$ cat config.mk
export PLATFORM = sky130hd
export DESIGN_NAME = conv_step_top
export DESIGN_NICKNAME = d
export VERILOG_FILES = /design/src/step_pkg.sv /design/src/stream_pkg.sv /design/src/beat_fanout.sv /design/src/n_delay_stream.sv /design/src/step_buffer.sv /design/src/skew_collector.sv /design/src/conv_step_top.sv
export SDC_FILE = /design/constraint.sdc
export NUM_CORES = 1
export LEC_CHECK = 0
export ABC_CLOCK_PERIOD_IN_PS = 117600
export BUFFER_PORTS_ARGS = -buffer_cell sky130_fd_sc_hd__buf_2
export CAP_MARGIN = 20
export CORE_AREA = 2 2 146 148
export CTS_CLUSTER_SIZE = 28
export DETAILED_ROUTE_END_ITERATION = 8
export DIE_AREA = 0 0 148 150
export GPL_ROUTABILITY_DRIVEN = 0
export PLACE_DENSITY = 0.74
export SLEW_MARGIN = 20
export SYNTH_ARGS = -nofsm -noshare
export SYNTH_HDL_FRONTEND = slang
export SYNTH_HIERARCHICAL = 1
export SYNTH_SLANG_ARGS = --single-unit
$ cat constraint.sdc
create_clock -name aclk -period 117.6 [get_ports aclk]
set_input_delay 23.52 -clock aclk [delete_from_list [all_inputs] [get_ports aclk]]
set_output_delay 23.52 -clock aclk [all_outputs]
set_load 0.005 [all_outputs]
$ cat src/step_pkg.sv
/* Convolution mode and lane delay rule for the step buffer.
   The RTL sizes its delay lines from lane_delay and the testbench predicts timing with it */
package step_pkg;

    // Default number of lanes in a beat
    parameter int STEPS = 4;

    // Default accumulator latency, has to be 3 or more
    parameter int ACC_LATENCY = 4;

    // 1x1 keeps the lanes aligned, nxm skews them in steps
    typedef enum logic {
        MODE_1X1 = 1'b0,
        MODE_NXM = 1'b1
    } conv_mode_t;

    // Cycles that lane i spends inside the step buffer
    // In nxm mode each lane trails the previous one by acc_latency-2 cycles so that the
    // accumulator cascade takes the partial sum from lane i-1 right behind lane i's last
    // product. The extra one keeps lane 0 at a single stage like the 1x1 path
    function automatic int lane_delay(
        input int         lane,
        input int         acc_latency,
        input conv_mode_t mode
    );
        int delay;
        if (mode == MODE_1X1) begin
            delay = 1;  // Every lane moves together
        end else begin
            delay = lane * (acc_latency - 2) + 1;
        end
        return delay;
    endfunction

endpackage

$ cat src/stream_pkg.sv
/* Stream word types carried through every lane of the step buffer.
   Import where a module moves lane beats or whole input beats */
package stream_pkg;

    // The lane count comes from the step description
    import step_pkg::*;

    // Default data word width, the top level passes its own copy down
    parameter int WORD_WIDTH = 8;

    // Width of the user sideband riding with each word
    parameter int USER_WIDTH = 4;

    // One lane of one beat
    // Data sits in the upper bits so a lane can be split as {data, last, user}
    typedef struct packed {
        logic [WORD_WIDTH-1:0] data;  // Payload word for this lane
        logic                  last;  // End of packet marker
        logic [USER_WIDTH-1:0] user;  // Sideband bits that stay with the word
    } lane_beat_t;

    // A full beat with one word per lane
    // The same layout serves the input side and the skewed output side
    typedef lane_beat_t [STEPS-1:0] beat_vec_t;

endpackage

$ cat src/beat_fanout.sv
/* Input stage of the step buffer slice. Accepts beats on a valid/ready handshake,
   latches the mode and holds back mode changes until no beat is in flight */
`timescale 1ns/1ps

module beat_fanout
    import step_pkg::*;
    import stream_pkg::*;
(
    input  logic       aclk,
    input  logic       reset,
    input  logic       en,
    input  logic       in_valid,
    output logic       in_ready,
    input  beat_vec_t  in_beat,
    input  conv_mode_t in_mode,
    input  logic       drain_pulse,
    output logic       fan_valid,
    output beat_vec_t  fan_beat,
    output conv_mode_t fan_mode
);

    // Worst case occupancy is the deepest nxm lane plus the fanout and output registers
    localparam int MAX_IN_FLIGHT = lane_delay(STEPS - 1, ACC_LATENCY, MODE_NXM) + 2;
    localparam int CNT_WIDTH     = $clog2(MAX_IN_FLIGHT + 1);

    logic                 started;      // Low for the first cycle out of reset
    conv_mode_t           mode_q;       // Mode that the beats in flight were accepted under
    logic [CNT_WIDTH-1:0] in_flight;    // Beats accepted but not yet drained from the last lane
    logic                 mode_pending; // A beat is offered with a different mode
    logic                 accept;

    // A new mode only counts once a beat actually carries it
    assign mode_pending = in_valid && (in_mode != mode_q);

    // Mode changes wait for an empty pipeline while a matching mode lets ready follow en
    assign in_ready = started && en && !mode_pending;
    assign accept   = in_valid && in_ready;
    assign fan_mode = mode_q;

    always_ff @(posedge aclk) begin
        if (reset) begin
            started <= 1'b0;
        end else begin
            started <= 1'b1;
        end
    end

    // Drain pulses only come with out_ready high, so en is high whenever one lands
    always_ff @(posedge aclk) begin
        if (reset) begin
            in_flight <= '0;
        end else begin
            in_flight <= in_flight + CNT_WIDTH'(accept) - CNT_WIDTH'(drain_pulse);
        end
    end

    // The lane delays switch here, and only when every lane is empty
    always_ff @(posedge aclk) begin
        if (reset) begin
            mode_q <= MODE_1X1;
        end else if (en && mode_pending && (in_flight == '0)) begin
            mode_q <= in_mode;  // The offered beat is taken on a later cycle
        end
    end

    always_ff @(posedge aclk) begin
        if (reset) begin
            fan_valid <= 1'b0;
        end else if (en) begin
            fan_valid <= accept;
        end
    end

    // The beat payload moves with the stall enable like every other stage
    always_ff @(posedge aclk) begin
        if (en) begin
            fan_beat <= in_beat;
        end
    end

endmodule

$ cat src/n_delay_stream.sv
/* Delay line for one lane with N enabled stages and a one stage short path.
   Instantiated once per lane by the step buffer */
`timescale 1ns/1ps

module n_delay_stream
    import stream_pkg::*;
#(
    parameter int N          = 1,
    parameter int WORD_WIDTH = stream_pkg::WORD_WIDTH
)(
    input  logic       aclk,
    input  logic       reset,
    input  logic       en,
    input  logic       short_path,
    input  logic       valid_in,
    input  lane_beat_t beat_in,
    output logic       valid_out,
    output lane_beat_t beat_out
);

    // Width of the last and user bits below the data word
    localparam int SIDE_WIDTH = $bits(lane_beat_t) - WORD_WIDTH;

    logic [N-1:0]          valid_q;
    logic [WORD_WIDTH-1:0] data_q [N];
    logic [SIDE_WIDTH-1:0] side_q [N];

    if (N < 1) begin : g_depth_check
        $error("n_delay_stream needs at least one stage");
    end

    // Valid bits stop past stage 0 on the short path
    // so a later switch to the long path finds no stale copies in the deep stages
    always_ff @(posedge aclk) begin
        if (reset) begin
            valid_q <= '0;
        end else if (en) begin
            valid_q[0] <= valid_in;
            for (int k = 1; k < N; k++) begin
                valid_q[k] <= valid_q[k-1] && !short_path;
            end
        end
    end

    // Word and sideband shift together through the stages
    always_ff @(posedge aclk) begin
        if (en) begin
            {data_q[0], side_q[0]} <= beat_in;
            for (int k = 1; k < N; k++) begin
                data_q[k] <= data_q[k-1];
                side_q[k] <= side_q[k-1];
            end
        end
    end

    // Short path taps the first stage for a single cycle of delay
    assign valid_out = short_path ? valid_q[0] : valid_q[N-1];
    assign beat_out  = short_path ? lane_beat_t'({data_q[0], side_q[0]})
                                  : lane_beat_t'({data_q[N-1], side_q[N-1]});

endmodule

$ cat src/step_buffer.sv
/* Step buffer that skews the lanes of each beat for the accumulator cascade.
   Lane i sees lane_delay(i) cycles, all of them one cycle in 1x1 mode */
`timescale 1ns/1ps

module step_buffer
    import step_pkg::*;
    import stream_pkg::*;
#(
    parameter int STEPS       = step_pkg::STEPS,
    parameter int ACC_LATENCY = step_pkg::ACC_LATENCY,
    parameter int WORD_WIDTH  = stream_pkg::WORD_WIDTH
)(
    input  logic             aclk,
    input  logic             reset,
    input  logic             en,
    input  logic             fan_valid,
    input  beat_vec_t        fan_beat,
    input  conv_mode_t       fan_mode,
    output logic [STEPS-1:0] lane_valid,
    output beat_vec_t        lane_beat
);

    logic       short_path;          // Shared by every lane
    logic       valid_w [STEPS];     // Per lane outputs before packing
    lane_beat_t beat_w  [STEPS];

    // With a latency below 3 the step would be zero or negative
    if (ACC_LATENCY < 3) begin : g_latency_check
        $error("step_buffer needs ACC_LATENCY of 3 or more");
    end

    assign short_path = (fan_mode == MODE_1X1);

    // Each lane is built for its nxm depth and cut short in 1x1 mode
    for (genvar i = 0; i < STEPS; i++) begin : g_lane
        localparam int DEPTH = lane_delay(i, ACC_LATENCY, MODE_NXM);

        n_delay_stream #(
            .N          (DEPTH),
            .WORD_WIDTH (WORD_WIDTH)
        ) delay_i (
            .aclk       (aclk),
            .reset      (reset),
            .en         (en),
            .short_path (short_path),
            .valid_in   (fan_valid),    // All lanes of a beat enter together
            .beat_in    (fan_beat[i]),
            .valid_out  (valid_w[i]),
            .beat_out   (beat_w[i])
        );
    end

    always_comb begin
        for (int i = 0; i < STEPS; i++) begin
            lane_valid[i] = valid_w[i];
            lane_beat[i]  = beat_w[i];
        end
    end

endmodule

$ cat src/skew_collector.sv
/* Output stage for the skewed lanes. Registers each lane, raises the shared
   stall enable and reports when a beat of the last lane leaves */
`timescale 1ns/1ps

module skew_collector
    import stream_pkg::*;
#(
    parameter int STEPS      = step_pkg::STEPS,
    parameter int WORD_WIDTH = stream_pkg::WORD_WIDTH
)(
    input  logic             aclk,
    input  logic             reset,
    input  logic [STEPS-1:0] lane_valid,
    input  beat_vec_t        lane_beat,
    input  logic             out_ready,
    output logic [STEPS-1:0] out_valid,
    output beat_vec_t        out_beat,
    output logic             en,
    output logic             drain_pulse
);

    // The beat layout is fixed by the package, the parameters have to agree with it
    if ($bits(beat_vec_t) != STEPS * (WORD_WIDTH + USER_WIDTH + 1)) begin : g_width_check
        $error("skew_collector parameters do not match beat_vec_t");
    end

    logic any_valid;  // Some lane holds a word waiting to go out

    assign any_valid = |out_valid;

    // One ready covers the whole vector
    // A held word with no ready freezes every stage back to the input
    assign en = out_ready || !any_valid;

    // The last lane is always the deepest one
    // so its beat leaving means that the whole beat has left
    assign drain_pulse = out_valid[STEPS-1] && out_ready;

    // Lanes flagged valid transfer on this edge when ready is high
    // and get replaced by whatever the buffer offers next
    always_ff @(posedge aclk) begin
        if (reset) begin
            out_valid <= '0;
        end else if (en) begin
            out_valid <= lane_valid;
        end
    end

    // Output registers also break the fanout from the buffer to the consumers
    always_ff @(posedge aclk) begin
        if (en) begin
            out_beat <= lane_beat;  // Words for empty lanes are don't care
        end
    end

endmodule

$ cat src/conv_step_top.sv
/* Top level of the step buffer slice: fanout, skewing lanes and output collector.
   Drive beats on the in_ side and take each lane from the out_ side */
`timescale 1ns/1ps

module conv_step_top
    import step_pkg::*;
    import stream_pkg::*;
#(
    parameter int STEPS       = step_pkg::STEPS,
    parameter int ACC_LATENCY = step_pkg::ACC_LATENCY,
    parameter int WORD_WIDTH  = stream_pkg::WORD_WIDTH
)(
    input  logic             aclk,
    input  logic             reset,
    input  logic             in_valid,
    output logic             in_ready,
    input  beat_vec_t        in_beat,
    input  conv_mode_t       in_mode,
    output logic [STEPS-1:0] out_valid,
    output beat_vec_t        out_beat,
    input  logic             out_ready
);

    // The in-flight counter in the fanout is sized from the package latency
    if (ACC_LATENCY > step_pkg::ACC_LATENCY) begin : g_latency_check
        $error("ACC_LATENCY above the package value overflows the in-flight count");
    end

    logic             en;          // Pipeline wide clock enable
    logic             fan_valid;
    beat_vec_t        fan_beat;
    conv_mode_t       fan_mode;
    logic [STEPS-1:0] lane_valid;
    beat_vec_t        lane_beat;
    logic             drain_pulse; // Last lane handed a beat to the consumer

    beat_fanout fanout_i (
        .aclk        (aclk),
        .reset       (reset),
        .en          (en),
        .in_valid    (in_valid),
        .in_ready    (in_ready),
        .in_beat     (in_beat),
        .in_mode     (in_mode),
        .drain_pulse (drain_pulse),
        .fan_valid   (fan_valid),
        .fan_beat    (fan_beat),
        .fan_mode    (fan_mode)
    );

    step_buffer #(
        .STEPS       (STEPS),
        .ACC_LATENCY (ACC_LATENCY),
        .WORD_WIDTH  (WORD_WIDTH)
    ) buffer_i (
        .aclk        (aclk),
        .reset       (reset),
        .en          (en),
        .fan_valid   (fan_valid),
        .fan_beat    (fan_beat),
        .fan_mode    (fan_mode),
        .lane_valid  (lane_valid),
        .lane_beat   (lane_beat)
    );

    skew_collector #(
        .STEPS       (STEPS),
        .WORD_WIDTH  (WORD_WIDTH)
    ) collector_i (
        .aclk        (aclk),
        .reset       (reset),
        .lane_valid  (lane_valid),
        .lane_beat   (lane_beat),
        .out_ready   (out_ready),
        .out_valid   (out_valid),
        .out_beat    (out_beat),
        .en          (en),
        .drain_pulse (drain_pulse)
    );

endmodule

==> results of run 1 <==
## worst max-delay path by stage
stage / from / end / cells after the start
CTS: out_ready / in_ready / 5
floorplan: collector_i/out_valid[0] / in_ready / 2
detailed placement: out_ready / in_ready / 5
finish: out_ready / in_ready / 5
global placement: out_ready / in_ready / 5
global route: out_ready / in_ready / 5
## routing by layer
layer,track usage (%),wire length (microns),vias to the layer above
li1,-,-,2193
met4,5.29,370,0
met1,19.0,6840,2353
met3,3.81,846,27
met2,21.8,7360,116
met5,0,0,-
## Yosys cell counts, drive strengths merged
master  instances  area [sq um]
o21ai           2          10.0
fa              1          20.0
nor4b           1          8.76
dfxtp          27           541
mux2i           8          80.1
xor2            1          8.76
nand3b          2          15.0
o21a            1          7.51
o31a            1          8.76
edfxtp        312          9370
mux2           40           480
nand3           2          15.0
o211a           1          10.0
o41ai           1          8.76
buf             7          85.1
and2            1          7.51
xnor2           1          8.76
o32ai          10          87.6
ha              5          62.6
a31o            1          8.76
nand2          12          45.0
or2             2          15.0
inv            20          75.1
nand4           1          6.26
nand2b          4          27.5
nor2b           1          6.26
nor2            7          26.3
clkbuf          3          21.3
a21oi           9          45.0
or4b            4          40.0
## sequential cells by signal, summed over array words and instances, names as in the netlist
name / cells
buffer_i/g_lane.delay_i/valid_q: 15
buffer_i/g_lane.delay_i/side_q: 80
fanout_i/in_flight: 4
collector_i/out_beat: 52
buffer_i/g_lane.delay_i/valid_out: 1
buffer_i/g_lane.delay_i/data_q: 128
fanout_i/fan_valid: 1
fanout_i/fan_mode: 1
fanout_i/started: 1
collector_i/out_valid: 4
fanout_i/fan_beat: 52
## through the flow
stage                     setup slack, ps  hold WS, ps  power (W)
after floorplan                     59040          400   0.000175
after global placement              69870          402   0.000175
after detailed placement            69850          405   0.000176
after CTS                           69840          414   0.000288
after global routing                69800          420   0.000295
final                               69860          412   0.000284
## power groups by stage
stage	registers (W)	clock network [W]	logic, W
4_1_cts	0.000160	0.000113	0.0000147
6_report	0.000159	0.000110	0.0000144
3_3_place_gp	0.000161	0	0.0000140
3_5_place_dp	0.000162	0	0.0000146
5_1_grt	0.000161	0.000118	0.0000158
2_1_floorplan	0.000167	0	0.00000853
## area by class of cell
class | instances | area (sq um)
clock buffer | 49 | 981
sequential | 339 | 9910
fill | 1416 | 7520
timing repair buffer | 117 | 608
inverter | 20 | 75.1
tap | 275 | 344
clock inverter | 11 | 181
multi-input combinational | 119 | 1070
## cell families after synthesis
logic type	synth area share (%)
fa+ha+maj	0.741
xor+xnor	0.157
simple gates	1.91
compound gates	1.67
buf+inv	1.63
mux	5.03
flops	88.9
## worst reg2reg max path, delay by kind of cell, from the launching register on
family,cells,cell delay [ps]
buffers and inverters,3,2540
DFF,1,370
AOI/OAI and AO/OA,1,620
==> metrics, run 1 <==
Tot GR Track Use=13.9%; WL final=15.4 mm; worst min path class=flop to flop; leakage=4.98 nW; Post-CTS Resized=0; Avg WL per Cell=16.6 microns; Post-Place Cells=870; share of layout cells above drive strength 1=32.1%; Setup CP Type=input pin to output port; fin util=63.6%; CP endpoint kind=output port; WP buf/inv=3; Max Clock Skew=~12 ps; Cell Area, Placed=12000 sq um; crit path max fanout=6; hold path startpoint=buffer_i/g_lane[1].delay_i/data_q[9]; clock-pin slew on the worst setup and hold paths=60 ps; CP cell instances=buf_2 > inv_1 > o41ai_2 > o211a_1 > buf_2; # rows=53; Synth cell types=38; Seq cells post-synth=339; Reg2Reg Setup Slack=113640 ps; Power Density=around 22 nW/um^2; Antenna diodes=0; clock tree buffer depth=3; status=finished clean; Layout Nets=695; post-route cell area=13200 sq um; clock tree root driver cell=clkbuf_16; Final ANT Viol Nets=0; RSZ-0062 raised after global routing=no; DIE HEIGHT=150 microns; Setup violations, final=0; syn nets=551; Internal=0.000230 W; maxcap violations=0; CTS Buf Count=35; CTS tree=yes; post-synthesis cell count=488; clk sinks=between 300 and 400; total number of vias=around 4700; Sw Pwr=between 0.00005 and 0.00006 W; most frequent cell on the critical path=buf_2; VDD IR-drop max=0.0149 mV; area grow syn2layout=18.1%; cell depth of the worst hold path=0; critical path data required time=94080 ps; Max Freq=20.9 MHz; Critical Path Slowest Stage Cell=o211a_1; Reg2Reg Depth=4; DRT Pass-1 Iters=4; Max stage delay on crit path=240 ps; die area=~22000 sq um; Post-CTS Setup Bufs=0; relative slew slack=32.3%; leading cell type in the layout, fill and taps excluded=edfxtp_1; PortBufs=113; initial antenna violation count=0; Vias/cell=5.04; drc violations=0; vias in the first global route=between 4000 and 5000; Flop pwr share=56.1%; largest net degree at the start of global routing=roughly 180; first-pass GRT wire length=24.0 mm; Core ar.=20700 sq um; Skew-Pair Late Insertion Delay=500 ps; Non-Filler Instances=just over 900; Final Hold Fails=0; DP Wirelength=between 8 and 9 mm; type of origin of the critical path=input pin; sequential area share after synthesis=about nine tenths; yosys warns=6; DRT iter0 DRCs=308; Initial Util=53.9%; Final Critical Period=47740 ps; H-tree depth reported by CTS=2; Hold EP=buffer_i/g_lane[1].delay_i/data_q[1]; Clock Power Share=38.9%; Post-Synthesis Cell Area=11200 sq um; Hold-fix buffers, CTS=0; RR Endpoint=buffer_i/g_lane[0].delay_i/data_q[7]; Switching Share=19.2%; arrival time at the worst endpoint=about 24000 ps; Comb power frac=5.1%; Slew Viols, Final=0; I/O pins=between 100 and 150; most frequent cells in the layout=edfxtp_1 (312), buf_2 (113), clkbuf_16 (37); R2R Path Start=collector_i/out_valid[3]; Die Wd=148 microns; Worst-Margin Slew=1010 ps; period utilisation layout=between 40% and 50%; total negative setup slack=0 ps; Avg Inst Size Synth=22.8 sq um; delay-heaviest family, CP=buffers and inverters; grt ovf=0
(Power assumes the default switching activity.)
==> run 2, diff against run 1 <==
- ABC_AREA: default -> 1
- ABC_CLOCK_PERIOD_IN_PS: 117600 -> 43400
- CORE_AREA: 2 2 146 148 -> 2 2 149 151
- DIE_AREA: 0 0 148 150 -> 0 0 151 153
- clock period: 117.6 -> 43.4 ns (I/O delays scaled with it)
==> run 2 against run 1 <==
  * Clock power rose to 2.6 times the previous value
  * Die area rose by 4.1%
  * Critical path depth rose by 1
  * Sequential cell count did not move
  * Area after synthesis fell by 0.61%
  * Via count rose by 8.6%
  * First-iteration DRC count rose by 17%
  * Synthesized cell count rose by 24%
  * Clock skew rose by 7.7 ps
  * Core utilization fell by 2.8 points
  * Sequential power rose to 4.2 times the previous value
  * Non-clock buffer count did not move
  * Critical path type unchanged
  * Largest cell class unchanged
  * Largest power group unchanged
==> metrics, run 2 <==
status=finished clean; post-synthesis cell count=605 (+24%); CP cell instances=buf_2 > inv_4 > nand2_4 > nand2_1 > a31oi_1 > buf_2; Largest Register=buffer_i/g_lane.delay_i/data_q; clk sinks=339 (unchanged); total negative setup slack=0 ps (unchanged); period utilisation layout=43.4%; worst min path class=flop to flop; crit path max fanout=82 (+76); most numerous cell in the Yosys netlist=edfxtp_1; R2R Path Start=collector_i/out_valid[1]; DRT iter0 DRCs=360 (+17%); layout filler cell count=1556 (+9.9%); Final Critical Period=18840 ps; delay-heaviest family, CP=simple AND/OR/NAND/NOR gates; Reg2Reg Depth=13 (+9); RR Endpoint=fanout_i/in_flight[2]; ys flop type=edfxtp_1; first-pass GRT wire length=26.6 mm (+11%); yosys warns=6 (unchanged); most frequent cell on the critical path=buf_2; DRT Pass-1 Iters=5 (+1); Worst-Margin Slew=1020 ps (+7.25 ps); RSZ-0062 raised after global routing=no; Final Hold Fails=0 (unchanged); grt ovf=0 (unchanged); Max Clock Skew=19.3 ps (+7.75 ps); Initial Util=51.6% (-2.3 points); Setup CP Type=input pin to output port; Hold-fix buffers, CTS=0 (unchanged); Seq cells post-synth=339 (unchanged); max FFs per register=128 (unchanged); PortBufs=113 (unchanged); CTS tree=yes; critical path data required time=34720 ps (-59360 ps); Power Density=87.8 nW/um^2 (+310%); Setup violations, final=0 (unchanged); type of origin of the critical path=input pin; number of synthesized flops with an enable pin=312 (unchanged); leading cell type in the layout, fill and taps excluded=edfxtp_1; Hold EP=buffer_i/g_lane[3].delay_i/data_q[6]; Synth cell types=21 (-45%); Critical Path Slowest Stage Cell=nand2_4; Post-synth top cells=edfxtp_1 (312), nand2_1 (143), nor2_1 (29); Post-CTS Setup Bufs=0 (unchanged); VDD IR-drop max=0.0484 mV (+220%); WP buf/inv=3 (unchanged); Cell Area, Placed=12000 sq um (-0.22%); Vias/cell=4.83 (-4.1%); async set-reset flop share out of synthesis=0% (unchanged); syn nets=668 (+21%); Die Wd=151 microns (+2.0%); Avg Inst Size Synth=18.3 sq um (-20%); total number of vias=5091 (+8.6%); Final ANT Viol Nets=0 (unchanged); largest net degree at the start of global routing=96 (-45%); arrival time at the worst endpoint=10160 ps (-14060 ps); # rows=54 (+1.9%); Core ar.=21500 sq um (+3.8%); die area=23100 sq um (+4.1%); WL final=16.4 mm (+6.5%); Slew Viols, Final=0 (unchanged); hold path startpoint=buffer_i/g_lane[3].delay_i/data_q[14]; leakage=5.16 nW (+3.7%); Max Freq=approximately 53 MHz; area grow syn2layout=17.9%; Post-CTS Resized=0 (unchanged); DIE HEIGHT=153 microns (+2.0%); initial antenna violation count=0 (unchanged); Post-Synthesis Cell Area=11100 sq um (-0.61%); sequential area share after synthesis=89.4% (+0.54 points); top cells by area, synth=edfxtp_1 (85%), dfxtp_1 (4.9%), nand2_1 (4.8%), nor2_1 (0.98%), inv_1 (0.95%); CP endpoint kind=output port; clock tree root driver cell=clkbuf_16; I/O pins=114 (unchanged); Layout Nets=815 (+17%); multi-input combinational cell area=1000 sq um (-6.3%); Skew-Pair Late Insertion Delay=500 ps (about the same); clock-pin slew on the worst setup and hold paths=60 ps (about the same); FF/Latch Area=9910 sq um (unchanged); Antenna diodes=0 (unchanged); CTS Buf Count=35 (unchanged); top flop regs=buffer_i/g_lane.delay_i/data_q (128), buffer_i/g_lane.delay_i/side_q (80); most frequent cells in the layout=edfxtp_1 (312), nand2_1 (142), buf_2 (113); Synth top area share=84.5% (+0.51 points); Reg2Reg Setup Slack=40290 ps (-73350 ps); DP Wirelength=9.77 mm (+14%); Max stage delay on crit path=700 ps (+460 ps); Avg WL per Cell=15.6 microns (-6.0%); clock tree buffer depth=3 (unchanged); drc violations=0 (unchanged); vias in the first global route=5226 (+13%); share of layout cells above drive strength 1=22.3% (-9.8 points); post-route cell area=13100 sq um (-0.71%); cell depth of the worst hold path=0 (unchanged); maxcap violations=0 (unchanged); H-tree depth reported by CTS=2 (unchanged); Tot GR Track Use=14.7% (+0.78 points); relative slew slack=31.9% (-0.48 points); area leader, netlist=edfxtp_1
## run 2: area by class of cell
cell class | instances | area share (%)
tap | 280 | 2.68
timing repair buffer | 117 | 4.58
inverter | 32 | 0.938
clock buffer | 44 | 7.20
clock inverter | 14 | 1.15
multi-input combinational | 227 | 7.65
sequential | 339 | 75.8
## run 2: stage by stage
step,power [W],std cells,hold slack (ps),setup slack (ps),util [%]
2_1_floorplan,0.000851,605,400,18390,-
3_3_place_gp,0.000851,995,401,24610,55.7
3_5_place_dp,0.000876,995,405,24560,55.7
4_1_cts,0.00116,1053,407,24560,60.8
5_1_grt,0.00121,1053,421,24370,60.8
6_report,0.00115,1053,405,24560,60.8
## run 2: cell families (layout without fill, tap and decap cells)
| group | Yosys count | after routing | share of synthesized area, % |
|---|---|---|---|
| and+or+nand+nor | 184 | 184 | 6.46 |
| AOI/OAI and AO/OA | 36 | 36 | 1.67 |
| adders and majority gates | 6 | 6 | 0.745 |
| xor gates and xnor gates | 1 | 1 | 0.0790 |
| DFF | 339 | 339 | 89.4 |
| buffers and inverters | 39 | 207 | 1.64 |
## run 2: per-layer routing
metal  GRT usage [%]  vias up  routed length, microns
li1                -     2466                       -
met1            20.4     2456                    7190
met2            23.0      140                    7980
met3            3.46       29                     882
met4            5.52        0                     352
met5               0        -                       0
## run 2: worst max path at each step
| stage | from | end | slack [ps] | cells after the start |
|---|---|---|---|---|
| floorplan | out_ready | in_ready | 18390 | 4 |
| global placement | out_ready | in_ready | 24610 | 6 |
| detailed placement | out_ready | in_ready | 24560 | 6 |
| CTS | out_ready | in_ready | 24560 | 6 |
| global route | out_ready | in_ready | 24370 | 6 |
| finish | out_ready | in_ready | 24560 | 6 |
## run 2: where the power goes
part / internal, W / total, W / leakage [nW] / switching (W)
clock: 0.000171 / 0.000281 / 0.529 / 0.000111
combinational: 0.0000510 / 0.000203 / 1.20 / 0.000152
sequential: 0.000611 / 0.000663 / 3.44 / 0.0000519
total: 0.000833 / 0.00115 / 5.16 / 0.000315
==> run 3, diff against run 2 <==
- ABC_CLOCK_PERIOD_IN_PS: 43400 -> 15400
- clock period: 43.4 -> 15.4 ns (I/O delays scaled with it)
==> run 3 against run 2 <==
  * Register-to-register slack worse by 28000 ps
  * Sequential share of layout area hardly changed
  * Clock skew is 8.3 ps lower
  * Setup slack worse by 17000 ps
  * Critical path type unchanged
  * Wire length is 0.64% higher
  * Cell count is 0.28% higher
  * Critical endpoint unchanged
  * Clock power grew to 2.9 times the previous value
  * Sequential cell count stayed put
==> metrics, run 3 (synthesis gave the netlist of run 2 again) <==
DRT iter0 DRCs=347 (-3.6%); Layout Nets=814 (-0.12%); Die Wd=151 microns (unchanged); leakage=5.17 nW (+0.18%); clock tree root driver cell=clkbuf_16; top flop regs=buffer_i/g_lane.delay_i/data_q (128), buffer_i/g_lane.delay_i/side_q (80); WL final=16.5 mm (+0.64%); RSZ-0062 raised after global routing=no; DP Wirelength=9.89 mm (+1.2%); period utilisation layout=48.4%; most frequent cells in the layout=edfxtp_1 (312), nand2_1 (142), buf_2 (113); type of origin of the critical path=input pin; Skew-Pair Late Insertion Delay=490 ps (about the same); DRT Pass-1 Iters=5 (unchanged); Post-Place Cells=995 (unchanged); Setup violations, final=0 (unchanged); crit path max fanout=69 (-16%); drc violations=0 (unchanged); DIE HEIGHT=153 microns (unchanged); Avg WL per Cell=15.6 microns (+0.35%); Setup CP Type=input pin to output port; total negative setup slack=0 ps (unchanged); Cell Area, Placed=12000 sq um (unchanged); max FFs per register=128 (unchanged); Final ANT Viol Nets=0 (unchanged); Max Clock Skew=11.0 ps (-8.26 ps); Max Freq=134 MHz; vias in the first global route=5396 (+3.3%); arrival time at the worst endpoint=4370 ps (-5790 ps); critical path data required time=12320 ps (-22400 ps); relative slew slack=39.6% (+7.7 points); Non-Filler Instances=1056 (+0.28%); largest net degree at the start of global routing=98 (+2.1%); PortBufs=113 (unchanged); Slew Viols, Final=0 (unchanged); clock tree buffer depth=3 (unchanged); Worst-Margin Slew=906 ps (-116 ps); Core ar.=21500 sq um (unchanged); I/O pins=114 (unchanged); Tot GR Track Use=14.9% (+0.17 points); worst min path class=flop to flop; Post-CTS Resized=0 (unchanged); die area=23100 sq um (unchanged); Hold WS=413 ps (+7.94 ps); total number of vias=5140 (+0.96%); share of layout cells above drive strength 1=22.6% (+0.30 points); Vias/cell=4.87 (+0.68%); CTS tree=yes; first-pass GRT wire length=26.9 mm (+1.1%); Hold-fix buffers, CTS=0 (unchanged); leading cell type in the layout, fill and taps excluded=edfxtp_1; CTS Buf Count=34 (-2.9%); Final Hold Fails=0 (unchanged); Final Critical Period=7450 ps; H-tree depth reported by CTS=2 (unchanged); area grow syn2layout=18.0% (about the same); CP endpoint kind=output port; initial antenna violation count=0 (unchanged); clk sinks=339 (unchanged); Post-CTS Setup Bufs=0 (unchanged); status=finished clean; Placement Setup Slack=7920 ps (-16640 ps); Antenna diodes=0 (unchanged); maxcap violations=0 (unchanged); post-route cell area=13100 sq um (about the same); Largest Register=buffer_i/g_lane.delay_i/data_q; grt ovf=0 (unchanged); final setup margin=7950 ps (-16610 ps); clock-pin slew on the worst setup and hold paths=60 ps (about the same); # rows=54 (unchanged); Initial Util=51.6% (unchanged); Power Density=248 nW/um^2 (+180%); VDD IR-drop max=0.118 mV (+140%)
run 3: metal layers:
metal	part of all wire, %	vias up	GRT usage [%]
met3	5.1	38	3.52
met5	0	-	0
met4	2.5	0	5.87
li1	-	2477	-
met2	49	130	24.0
met1	43	2495	19.8
run 3: report_power, final:
part	internal [W]	total, W	switching (W)
logic	0.000145	0.000578	0.000433
registers	0.00172	0.00186	0.000145
clock network	0.000483	0.000802	0.000319
total	0.00235	0.00325	0.000897
run 3: final cells by class:
cell class / instances / area, sq um
multi-input combinational: 227 / 1000
clock buffer: 41 / 898
inverter: 32 / 123
tap: 280 / 350
sequential: 339 / 9910
fill: 1576 / 8410
timing repair buffer: 117 / 603
clock inverter: 20 / 196
run 3: path summary, 6_finish.rpt:
| path | from | endpoint | slack [ps] | depth (start not counted) |
|---|---|---|---|---|
| max | out_ready | in_ready | 7950 | 6 |
| min | buffer_i/g_lane[1].delay_i/side_q[5] | buffer_i/g_lane[1].delay_i/side_q[0] | 410 | 0 |
| max reg2reg | collector_i/out_valid[1] | fanout_i/in_flight[2] | 12420 | 13 |
| min reg2reg | buffer_i/g_lane[1].delay_i/side_q[5] | buffer_i/g_lane[1].delay_i/side_q[0] | 410 | 0 |
run 3: critical path, cell delays in order:
cell     delay, ps
buf_2          110
inv_4           60
nand2_4        640
nand2_1        160
a31oi_1        170
buf_2          140
run 3: through the flow:
step	power, W	utilization (%)
CTS	0.00328	60.8
finish	0.00325	60.9
global placement	0.00240	55.7
floorplan	0.00240	-
detailed placement	0.00247	55.7
global route	0.00343	60.9
